## config.mk

```make
export PLATFORM = sky130hd
export DESIGN_NAME = tensor_summation
export DESIGN_NICKNAME = d
export VERILOG_FILES = /design/src/verilog/tensor_sum_pkg.sv /design/src/verilog/tensor_summation.sv /design/src/verilog/sum_combiner.sv /design/src/verilog/partial_accumulator.sv /design/src/verilog/stream_dispatcher.sv /design/src/verilog/float_adder.sv
export VERILOG_INCLUDE_DIRS = /design/src /design/src/include
export SDC_FILE = /design/constraint.sdc
export NUM_CORES = 2
export LEC_CHECK = 0
export BUFFER_PORTS_ARGS = -buffer_cell sky130_fd_sc_hd__clkbuf_2
export CAP_MARGIN = 20
export CORE_ASPECT_RATIO = 2
export CORE_MARGIN = 4
export CORE_UTILIZATION = 46
export DETAILED_ROUTE_END_ITERATION = 8
export PLACE_DENSITY = 0.65
export SETUP_SLACK_MARGIN = 0.02
export SLEW_MARGIN = 20
export SYNTH_ARGS = -nofsm -noshare
export SYNTH_HDL_FRONTEND = slang
export SYNTH_SLANG_ARGS = --single-unit
```

## constraint.sdc

```tcl
create_clock -name CLK -period 13.7 [get_ports CLK]
set_input_delay 2.74 -clock CLK [delete_from_list [all_inputs] [get_ports CLK]]
set_output_delay 2.74 -clock CLK [all_outputs]
set_load 0.02 [all_outputs]
```

## src/include/tensor_sum_defs.svh

```systemverilog
////////////////////////////////////////
// Tensor summation widths and the
// single-precision float format
////////////////////////////////////////
`ifndef TENSOR_SUM_DEFS_SVH
`define TENSOR_SUM_DEFS_SVH

// One float word
`define TS_FLOAT_WIDTH 32

// Field widths without the hidden bit
`define TS_EXP_WIDTH 8
`define TS_MANT_WIDTH 23
`define TS_EXP_BIAS 127

// Item count of one command
`define TS_LENGTH_WIDTH 16

`endif
```

## src/verilog/tensor_sum_pkg.sv

```systemverilog
////////////////////////////////////////
// Tensor summation shared types
// Float word seen as bits or as fields
////////////////////////////////////////
`include "tensor_sum_defs.svh"

package tensor_sum_pkg;

  ////////////////////////////////////////
  // Float layout
  ////////////////////////////////////////

  // Sign, biased exponent, stored mantissa
  // MSB first like the IEEE word
  typedef struct packed {
    logic                      sign;
    logic [`TS_EXP_WIDTH-1:0]  exp;
    logic [`TS_MANT_WIDTH-1:0] mant;
  } float_fields_t;

  // Raw view for moving words around
  // Field view for the adders
  typedef union packed {
    logic [`TS_FLOAT_WIDTH-1:0] bits;
    float_fields_t              f;
  } float_t;

endpackage

```

## src/verilog/tensor_summation.sv

```systemverilog
`timescale 1ns/1ns
////////////////////////////////////////
// Tensor summation engine top
////////////////////////////////////////
`include "tensor_sum_defs.svh"

module tensor_summation (
  input  logic                        CLK,
  input  logic                        RST,
  input  logic [`TS_LENGTH_WIDTH-1:0] length,
  input  logic                        start_req,
  output logic                        start_ack,
  input  tensor_sum_pkg::float_t      data_in,
  input  logic                        data_req,
  output logic                        data_ack,
  output tensor_sum_pkg::float_t      sum_out,
  output logic                        sum_req,
  input  logic                        sum_ack
);

  // Dispatcher to lanes
  tensor_sum_pkg::float_t lane_item;
  logic [1:0]             lane_load;
  logic                   clear;
  logic                   flush;

  // Lanes to dispatcher and combiner
  logic [1:0]             lane_busy;
  logic [1:0]             lane_done;
  tensor_sum_pkg::float_t partial_0;
  tensor_sum_pkg::float_t partial_1;

  // Combiner back to dispatcher
  logic                   run_done;

  stream_dispatcher i_stream_dispatcher (
    .CLK       (CLK),
    .RST       (RST),
    .length    (length),
    .start_req (start_req),
    .start_ack (start_ack),
    .data_in   (data_in),
    .data_req  (data_req),
    .data_ack  (data_ack),
    .lane_busy (lane_busy),
    .lane_item (lane_item),
    .lane_load (lane_load),
    .clear     (clear),
    .flush     (flush),
    .run_done  (run_done)
  );

  // Even items
  partial_accumulator i_lane_0 (
    .CLK     (CLK),
    .RST     (RST),
    .clear   (clear),
    .load    (lane_load[0]),
    .item    (lane_item),
    .flush   (flush),
    .busy    (lane_busy[0]),
    .done    (lane_done[0]),
    .partial (partial_0)
  );

  // Odd items
  partial_accumulator i_lane_1 (
    .CLK     (CLK),
    .RST     (RST),
    .clear   (clear),
    .load    (lane_load[1]),
    .item    (lane_item),
    .flush   (flush),
    .busy    (lane_busy[1]),
    .done    (lane_done[1]),
    .partial (partial_1)
  );

  sum_combiner i_sum_combiner (
    .CLK       (CLK),
    .RST       (RST),
    .done      (lane_done),
    .partial_0 (partial_0),
    .partial_1 (partial_1),
    .sum_out   (sum_out),
    .sum_req   (sum_req),
    .sum_ack   (sum_ack),
    .run_done  (run_done)
  );

endmodule

```

## src/verilog/sum_combiner.sv

```systemverilog
`timescale 1ns/1ns
////////////////////////////////////////
// Final add of both lane sums and the
// result handshake
////////////////////////////////////////

module sum_combiner (
  input  logic                   CLK,
  input  logic                   RST,
  input  logic [1:0]             done,
  input  tensor_sum_pkg::float_t partial_0,
  input  tensor_sum_pkg::float_t partial_1,
  output tensor_sum_pkg::float_t sum_out,
  output logic                   sum_req,
  input  logic                   sum_ack,
  output logic                   run_done
);

  localparam logic [2:0] st_idle    = 3'd0;
  localparam logic [2:0] st_add     = 3'd1;
  localparam logic [2:0] st_req     = 3'd2;
  localparam logic [2:0] st_release = 3'd3;
  localparam logic [2:0] st_drain   = 3'd4;

  logic [2:0]             state;
  logic                   add_start;
  logic                   add_ready;
  tensor_sum_pkg::float_t add_result;

  // Lane sums stay put while done is high
  float_adder i_float_adder (
    .CLK    (CLK),
    .RST    (RST),
    .start  (add_start),
    .a      (partial_0),
    .b      (partial_1),
    .ready  (add_ready),
    .result (add_result)
  );

  always_ff @(posedge CLK or posedge RST) begin
    if (RST) begin
      state     <= st_idle;
      add_start <= 1'b0;
      sum_req   <= 1'b0;
      run_done  <= 1'b0;
    end else begin
      add_start <= 1'b0;
      run_done  <= 1'b0;
      case (state)
        st_idle: begin
          if (&done) begin
            add_start <= 1'b1;
            state     <= st_add;
          end
        end
        st_add: begin
          if (add_ready) begin
            sum_req <= 1'b1;
            state   <= st_req;
          end
        end
        st_req: begin
          if (sum_ack) begin
            sum_req <= 1'b0;
            state   <= st_release;
          end
        end
        // Free the dispatcher once ack is down
        st_release: begin
          if (!sum_ack) begin
            run_done <= 1'b1;
            state    <= st_drain;
          end
        end
        // Stale done levels until the next clear
        st_drain: begin
          if (!(&done)) begin
            state <= st_idle;
          end
        end
        default: state <= st_idle;
      endcase
    end
  end

  always_ff @(posedge CLK) begin
    if (add_ready) begin
      sum_out <= add_result;
    end
  end

  // Host may sample sum_out any time req is up
  a_sum_stable: assert property (@(posedge CLK) disable iff (RST)
    sum_req |=> !sum_req || $stable(sum_out));

endmodule

```

## src/verilog/partial_accumulator.sv

```systemverilog
`timescale 1ns/1ns
////////////////////////////////////////
// One summation lane, running sum kept
// through its own float adder
////////////////////////////////////////

module partial_accumulator (
  input  logic                   CLK,
  input  logic                   RST,
  input  logic                   clear,
  input  logic                   load,
  input  tensor_sum_pkg::float_t item,
  input  logic                   flush,
  output logic                   busy,
  output logic                   done,
  output tensor_sum_pkg::float_t partial
);

  logic                   add_ready;
  tensor_sum_pkg::float_t add_result;
  // Flush seen while an add was running
  logic                   flush_pend;
  // Adder still running past this cycle
  logic                   add_open;

  assign add_open = (busy && !add_ready) || load;

  ////////////////////////////////////////
  // Adder
  ////////////////////////////////////////

  // Item is held by the dispatcher during load
  float_adder i_float_adder (
    .CLK    (CLK),
    .RST    (RST),
    .start  (load),
    .a      (partial),
    .b      (item),
    .ready  (add_ready),
    .result (add_result)
  );

  ////////////////////////////////////////
  // Lane state
  ////////////////////////////////////////

  always_ff @(posedge CLK or posedge RST) begin
    if (RST) begin
      busy       <= 1'b0;
      done       <= 1'b0;
      flush_pend <= 1'b0;
    end else begin
      if (load) begin
        busy <= 1'b1;
      end else if (add_ready) begin
        busy <= 1'b0;
      end
      if (clear) begin
        done       <= 1'b0;
        flush_pend <= 1'b0;
      end else if (flush) begin
        // Done now if idle, else after the final ready
        if (add_open) begin
          flush_pend <= 1'b1;
        end else begin
          done <= 1'b1;
        end
      end else if (flush_pend && add_ready) begin
        flush_pend <= 1'b0;
        done       <= 1'b1;
      end
    end
  end

  // Running sum starts at +0 on each command
  always_ff @(posedge CLK) begin
    if (clear) begin
      partial <= '0;
    end else if (add_ready) begin
      partial <= add_result;
    end
  end

endmodule

```

## src/verilog/stream_dispatcher.sv

```systemverilog
`timescale 1ns/1ns
////////////////////////////////////////
// Command and data handshakes, item
// count and even/odd lane steering
////////////////////////////////////////
`include "tensor_sum_defs.svh"

module stream_dispatcher (
  input  logic                         CLK,
  input  logic                         RST,
  input  logic [`TS_LENGTH_WIDTH-1:0]  length,
  input  logic                         start_req,
  output logic                         start_ack,
  input  tensor_sum_pkg::float_t       data_in,
  input  logic                         data_req,
  output logic                         data_ack,
  input  logic [1:0]                   lane_busy,
  output tensor_sum_pkg::float_t       lane_item,
  output logic [1:0]                   lane_load,
  output logic                         clear,
  output logic                         flush,
  input  logic                         run_done
);

  localparam logic [1:0] st_idle  = 2'd0;
  localparam logic [1:0] st_run   = 2'd1;
  localparam logic [1:0] st_flush = 2'd2;
  localparam logic [1:0] st_wait  = 2'd3;

  logic [1:0]                  state;
  logic [`TS_LENGTH_WIDTH-1:0] len_r;
  logic [`TS_LENGTH_WIDTH-1:0] count;
  logic                        take;

  // Low index bit picks the lane
  assign take = (state == st_run) && data_req && !data_ack && !lane_busy[count[0]];

  always_ff @(posedge CLK or posedge RST) begin
    if (RST) begin
      state     <= st_idle;
      start_ack <= 1'b0;
      data_ack  <= 1'b0;
      lane_load <= 2'b00;
      clear     <= 1'b0;
      flush     <= 1'b0;
      len_r     <= '0;
      count     <= '0;
    end else begin
      lane_load <= 2'b00;
      clear     <= 1'b0;
      flush     <= 1'b0;
      // Command ack follows req down
      if (start_ack && !start_req) begin
        start_ack <= 1'b0;
      end
      case (state)
        st_idle: begin
          if (start_req && !start_ack) begin
            start_ack <= 1'b1;
            clear     <= 1'b1;
            len_r     <= length;
            count     <= '0;
            state     <= (length == '0) ? st_flush : st_run;
          end
        end
        st_run: begin
          if (take) begin
            data_ack             <= 1'b1;
            lane_load[count[0]]  <= 1'b1;
            count                <= count + 1'b1;
          end else if (data_ack && !data_req) begin
            data_ack <= 1'b0;
            // Last item fully handed over
            if (count == len_r) begin
              state <= st_flush;
            end
          end
        end
        st_flush: begin
          flush <= 1'b1;
          state <= st_wait;
        end
        // Held here until the result handshake ends
        st_wait: begin
          if (run_done) begin
            state <= st_idle;
          end
        end
        default: state <= st_idle;
      endcase
    end
  end

  always_ff @(posedge CLK) begin
    if (take) begin
      lane_item <= data_in;
    end
  end

  // Lane busy comes back from the accumulators
  a_load_free: assert property (@(posedge CLK) disable iff (RST)
    (lane_load & lane_busy) == 2'b00);

endmodule

```

## src/verilog/float_adder.sv

```systemverilog
`timescale 1ns/1ns
////////////////////////////////////////
// Multi-cycle float adder, serial align
// and normalize, truncating, FTZ inputs
////////////////////////////////////////
`include "tensor_sum_defs.svh"

module float_adder (
  input  logic                   CLK,
  input  logic                   RST,
  input  logic                   start,
  input  tensor_sum_pkg::float_t a,
  input  tensor_sum_pkg::float_t b,
  output logic                   ready,
  output tensor_sum_pkg::float_t result
);

  // Mantissa with hidden bit
  localparam int man_w = `TS_MANT_WIDTH + 1;
  // Past this many shifts the small operand is gone
  localparam logic [4:0] shift_max = 5'(man_w);

  localparam logic [1:0] st_idle  = 2'd0;
  localparam logic [1:0] st_align = 2'd1;
  localparam logic [1:0] st_add   = 2'd2;
  localparam logic [1:0] st_norm  = 2'd3;

  logic [1:0] state;
  logic [4:0] shift_cnt;
  logic [4:0] shift_init;

  // Operand unpack
  logic                     a_zero;
  logic                     b_zero;
  logic                     a_big;
  logic [man_w-1:0]         man_a;
  logic [man_w-1:0]         man_b;
  logic [`TS_EXP_WIDTH-1:0] exp_big;
  logic [`TS_EXP_WIDTH-1:0] exp_small;
  logic [`TS_EXP_WIDTH-1:0] exp_diff;

  // Working registers
  logic                     sign_big;
  logic                     sign_small;
  logic [man_w-1:0]         man_big;
  logic [man_w-1:0]         man_small;
  logic [`TS_EXP_WIDTH-1:0] exp_r;
  logic [man_w:0]           sum_man;
  logic                     sum_sign;

  // Normalize decisions
  logic norm_zero;
  logic norm_carry;
  logic norm_ok;
  logic norm_under;

  ////////////////////////////////////////
  // Unpack and order
  ////////////////////////////////////////

  // Zero exponent flushes zero and subnormal alike
  assign a_zero = (a.f.exp == '0);
  assign b_zero = (b.f.exp == '0);
  assign man_a  = a_zero ? '0 : {1'b1, a.f.mant};
  assign man_b  = b_zero ? '0 : {1'b1, b.f.mant};

  // Larger exponent is the reference
  assign a_big     = (a.f.exp >= b.f.exp);
  assign exp_big   = a_big ? a.f.exp : b.f.exp;
  assign exp_small = a_big ? b.f.exp : a.f.exp;
  assign exp_diff  = exp_big - exp_small;

  // No shifting for a zero small operand
  assign shift_init = (exp_small == '0) ? 5'd0 :
                      (exp_diff > 8'(shift_max)) ? shift_max : exp_diff[4:0];

  // Bit man_w is the carry of an add
  assign norm_zero  = (sum_man == '0);
  assign norm_carry = sum_man[man_w];
  assign norm_ok    = !norm_carry && sum_man[man_w-1];
  // Left shift would go subnormal
  assign norm_under = !norm_zero && !norm_carry && !sum_man[man_w-1] &&
                      (exp_r[`TS_EXP_WIDTH-1:1] == '0);

  ////////////////////////////////////////
  // Control
  ////////////////////////////////////////

  always_ff @(posedge CLK or posedge RST) begin
    if (RST) begin
      state     <= st_idle;
      shift_cnt <= '0;
      ready     <= 1'b0;
    end else begin
      ready <= 1'b0;
      case (state)
        st_idle: begin
          if (start) begin
            shift_cnt <= shift_init;
            state     <= (shift_init == '0) ? st_add : st_align;
          end
        end
        st_align: begin
          shift_cnt <= shift_cnt - 1'b1;
          if (shift_cnt == 5'd1) begin
            state <= st_add;
          end
        end
        st_add: state <= st_norm;
        st_norm: begin
          // One shift per cycle until done
          if (norm_zero || norm_ok || norm_under) begin
            ready <= 1'b1;
            state <= st_idle;
          end
        end
        default: state <= st_idle;
      endcase
    end
  end

  ////////////////////////////////////////
  // Datapath
  ////////////////////////////////////////

  always_ff @(posedge CLK) begin
    case (state)
      st_idle: begin
        if (start) begin
          sign_big   <= a_big ? a.f.sign : b.f.sign;
          sign_small <= a_big ? b.f.sign : a.f.sign;
          man_big    <= a_big ? man_a : man_b;
          man_small  <= a_big ? man_b : man_a;
          exp_r      <= exp_big;
        end
      end
      // Bits shifted out are truncated
      st_align: man_small <= man_small >> 1;
      st_add: begin
        if (sign_big == sign_small) begin
          sum_man  <= {1'b0, man_big} + {1'b0, man_small};
          sum_sign <= sign_big;
        end else if (man_big >= man_small) begin
          sum_man  <= {1'b0, man_big - man_small};
          sum_sign <= sign_big;
        end else begin
          sum_man  <= {1'b0, man_small - man_big};
          sum_sign <= sign_small;
        end
      end
      st_norm: begin
        if (norm_zero || norm_under) begin
          // Exact zero and underflow both give +0
          result.bits <= '0;
        end else if (norm_ok) begin
          result.f.sign <= sum_sign;
          result.f.exp  <= exp_r;
          result.f.mant <= sum_man[`TS_MANT_WIDTH-1:0];
        end else if (norm_carry) begin
          sum_man <= sum_man >> 1;
          exp_r   <= exp_r + 1'b1;
        end else begin
          sum_man <= sum_man << 1;
          exp_r   <= exp_r - 1'b1;
        end
      end
      default: ;
    endcase
  end

  // Owner must wait for ready before starting again
  a_start_idle: assert property (@(posedge CLK) disable iff (RST)
    start |-> (state == st_idle));

endmodule

```

==> out/qor.txt <==
largest net degree at the start of global routing - 85
Die Y - 414 microns
drt total wl - 117000 microns
post-synthesis sequential area ratio - 41.0%
DR vias/cell - 5.97
asr flop ratio synth - 13.8%
Tmin final - 5.06 ns
number of max-cap violations - 0
most common cell after layout, fill and taps aside - nor2_1
Skew-Pair Late Insertion Delay - 0.64 ns
Levels on crit path - 10
Worst Skew - 0.0256 ns
Min-Delay Path Class - reg -> reg
met2 wire len - 64600 microns
final non-filler cell area - 41100 sq um
n_diodes - 0
row count - 148
die area - 87400 sq um
unrepaired setup endpoints after global routing - no
max-slew violation count - 0
Crit Path Max Fanout - 34
hold buffer count at cts - 0
global-route wire length before repair - 180000 microns
Initial DRC Count - 1986
total grt overflow - 0
run status - completed
vias in the first global route - 31700
Die Wd - 211 microns
root buf cell - clkbuf_16
H-tree depth - 2
buffers added on ports - 87
crit path DAT - 5.60 ns
Avg Cell Area, Syn - 8.97 sq um
Final Hold Vio Count - 0
synth unique cells - 108
layout cells sized above 1 - 8.07%
Initial Utilization - 46.4%
number of synthesized flops with an enable pin - 412
DRC errors left - 0
number of fill cells in the layout - 7760
Layout Nets - 4537
WL met3 - 4300 microns
cell family with most CP delay - simple AND/OR/NAND/NOR gates
# IOs - 88
Sink Count - 552
Reg2Reg Setup Slack - 8.95 ns
gr usage total - 25.9%
power density over the cells - 240 nW/um^2
#FFs+latches synth - 552
register area - 15600 sq um
Setup Buffers After CTS - 0
CTS buffer count - 53
endpoint class of the critical path - register
Reg2Reg Depth - 12
CTS max path bufs - 3
CTS tree - done
critical-path cell list - clkbuf_2 > nand3b_1 > a211oi_4 > buf_4 > a21oi_1 > a21oi_1 > nand2_1 > or3_1 > or3_1 > a21oi_1
CP Class - in -> reg
highest routed layer - met4
highest clock rate - 197 MHz
cell mode on critical path - a21oi_1
syn_nets - 4573
Final setup viols - 0
post-synthesis cell count - 4227
initial antenna violation count - 0
Critical Path Source Type - input pin
DR pass1 iterations - 6
worst path buffer plus inverter count - 2
Largest stage delay, worst path - 0.59 ns
vias post-DR - 31600
Main synth FF type - edfxtp_1
CTS clock-pin slew for the worst setup and hold paths - 0.06 ns
Area after DPL - 39200 sq um
Layout area overhead - 8.47%
Multi-input gate area - 20400 sq um
number of routed nets with antenna violations - 0
P_leak - 0.0164 uW
core footprint - 81700 sq um
Slew headroom - 21.7%
maximum vdd ir drop - 0.188 mV
synth warn - 0
CP required - 14.24 ns
post-DP HPWL - 91500 microns
Slew @ Worst Pin - 1.16 ns
post-CTS resize count - 0
synthesized cell area - 37900 sq um
GPL Wtd Cong - 1.01
Hold Path Cell Cnt - 0
Period Utilization, post-route - 37.0%
commonest non-fill, non-tap cells in the layout - 431 x nor2_1, 412 x edfxtp_1, 392 x nand2_1
setup_tns - 0 ns
Routed WL per cell - 22.2 microns
crit path max-delay cell type - a21oi_1
WL met1 - 41700 microns
through the flow:
step                instances  hold slack [ns]  power [uW]  utilization (%)  setup WS (ns)
detailed placement       5185            0.405        8240             48.0           7.97
global placement         5185            0.400        8180             48.0           8.03
floorplan                4227            0.400        6740                -           6.94
CTS                      5285            0.419        9870             50.3           8.64
global route             5286            0.423       10600             50.4           8.43
finish                   5286            0.418        9880             50.4           8.64
registers in the layout (all words and copies together) (netlist names), 8 cells and up:
signal and cells:
i_lane_1.i_float_adder.sum_man 25, i_stream_dispatcher.count 16, i_stream_dispatcher.len_r 16, i_sum_combiner.i_float_adder.sum_man 25, i_lane_1.i_float_adder.man_big 24, i_lane_0.i_float_adder.exp_r 8
i_lane_0.i_float_adder.man_big 24, i_sum_combiner.i_float_adder.result 32, i_lane_0.i_float_adder.man_small 24, i_lane_1.i_float_adder.man_small 24, i_sum_combiner.i_float_adder.man_small 24, i_sum_combiner.sum_out 32
i_stream_dispatcher.lane_item 32, i_lane_1.partial 32, i_lane_0.partial 32, i_lane_1.i_float_adder.result 32, i_lane_1.i_float_adder.exp_r 8, i_sum_combiner.i_float_adder.man_big 24
i_lane_0.i_float_adder.sum_man 25, i_lane_0.i_float_adder.result 32, i_sum_combiner.i_float_adder.exp_r 8
cells in the mapped netlist (all sizes together), types with 12 or more instances:
cell type    n  share of area, %
inv        295               2.9
nor2       438               4.3
nand3      141               1.9
o311ai      16              0.42
edfxtp     412                33
nor2b       37              0.61
and3        27              0.45
nor3       146               2.0
dfrtp       76               5.0
fa          12              0.63
a21oi      356               4.7
mux2        38               1.1
o22ai       14              0.23
a311oi      12              0.28
nand3b      13              0.26
a21o        54               1.1
mux2i      108               2.9
or2         12              0.20
a31oi       47              0.79
o21a        24              0.48
o31ai       27              0.55
nand2b      28              0.46
o211ai      41              0.84
or3         25              0.41
buf         52              0.69
a221oi      13              0.40
and2       118               1.9
nand2      395               3.9
xor2        31              0.72
o21ai      276               3.7
ha         281               9.3
nor4        44              0.76
dfxtp       64               3.4
clkbuf     174               1.7
xnor2       78               1.8
nand4       40              0.66
a211oi      53               1.1
o21bai      44              0.87
metal layers:
| metal | track usage [%] | up-vias |
|---|---|---|
| met5 | 0 | - |
| met4 | 13.6 | 0 |
| met3 | 2.24 | 344 |
| met2 | 49.9 | 932 |
| met1 | 27.3 | 15200 |
| li1 | - | 15100 |
logic make-up after synthesis:
logic type                 share of synthesized area [%]
and+or+nand+nor                                     18.5
muxes                                               4.04
adders and majority gates                           9.90
buffers and inverters                               5.38
xor gates and xnor gates                            2.52
DFF                                                 41.0
AOI/OAI and AO/OA                                   18.6
path summary, 6_finish.rpt:
path / from / endpoint
hold reg to reg: i_sum_combiner.i_float_adder.result[16] / i_sum_combiner.sum_out[16]
setup reg to reg: i_lane_1.i_float_adder.man_big[19] / i_lane_1.i_float_adder.sum_man[22]
min in group asynchronous: RST / i_sum_combiner.i_float_adder.shift_cnt[4]
max in group asynchronous: RST / i_stream_dispatcher.clear
hold / removal: i_sum_combiner.i_float_adder.result[16] / i_sum_combiner.sum_out[16]
setup / recovery: data_req / i_stream_dispatcher.count[8]
layout make-up:
type                            instances  share of cell area [%]
Clock buffer                           69                    3.57
Clock inverter                         31                   0.982
Inverter                              299                    2.73
Multi-Input combinational cell       3150                    49.7
Sequential cell                       552                    37.8
Tap cell                             1050                    3.19
Timing Repair Buffer                  135                    1.98
power breakdown:
group,switching (uW),internal [uW]
Clock,696,902
Sequential,482,2610
Combinational,3340,1840
Total,4510,5360
(Power assumes the default switching activity.)
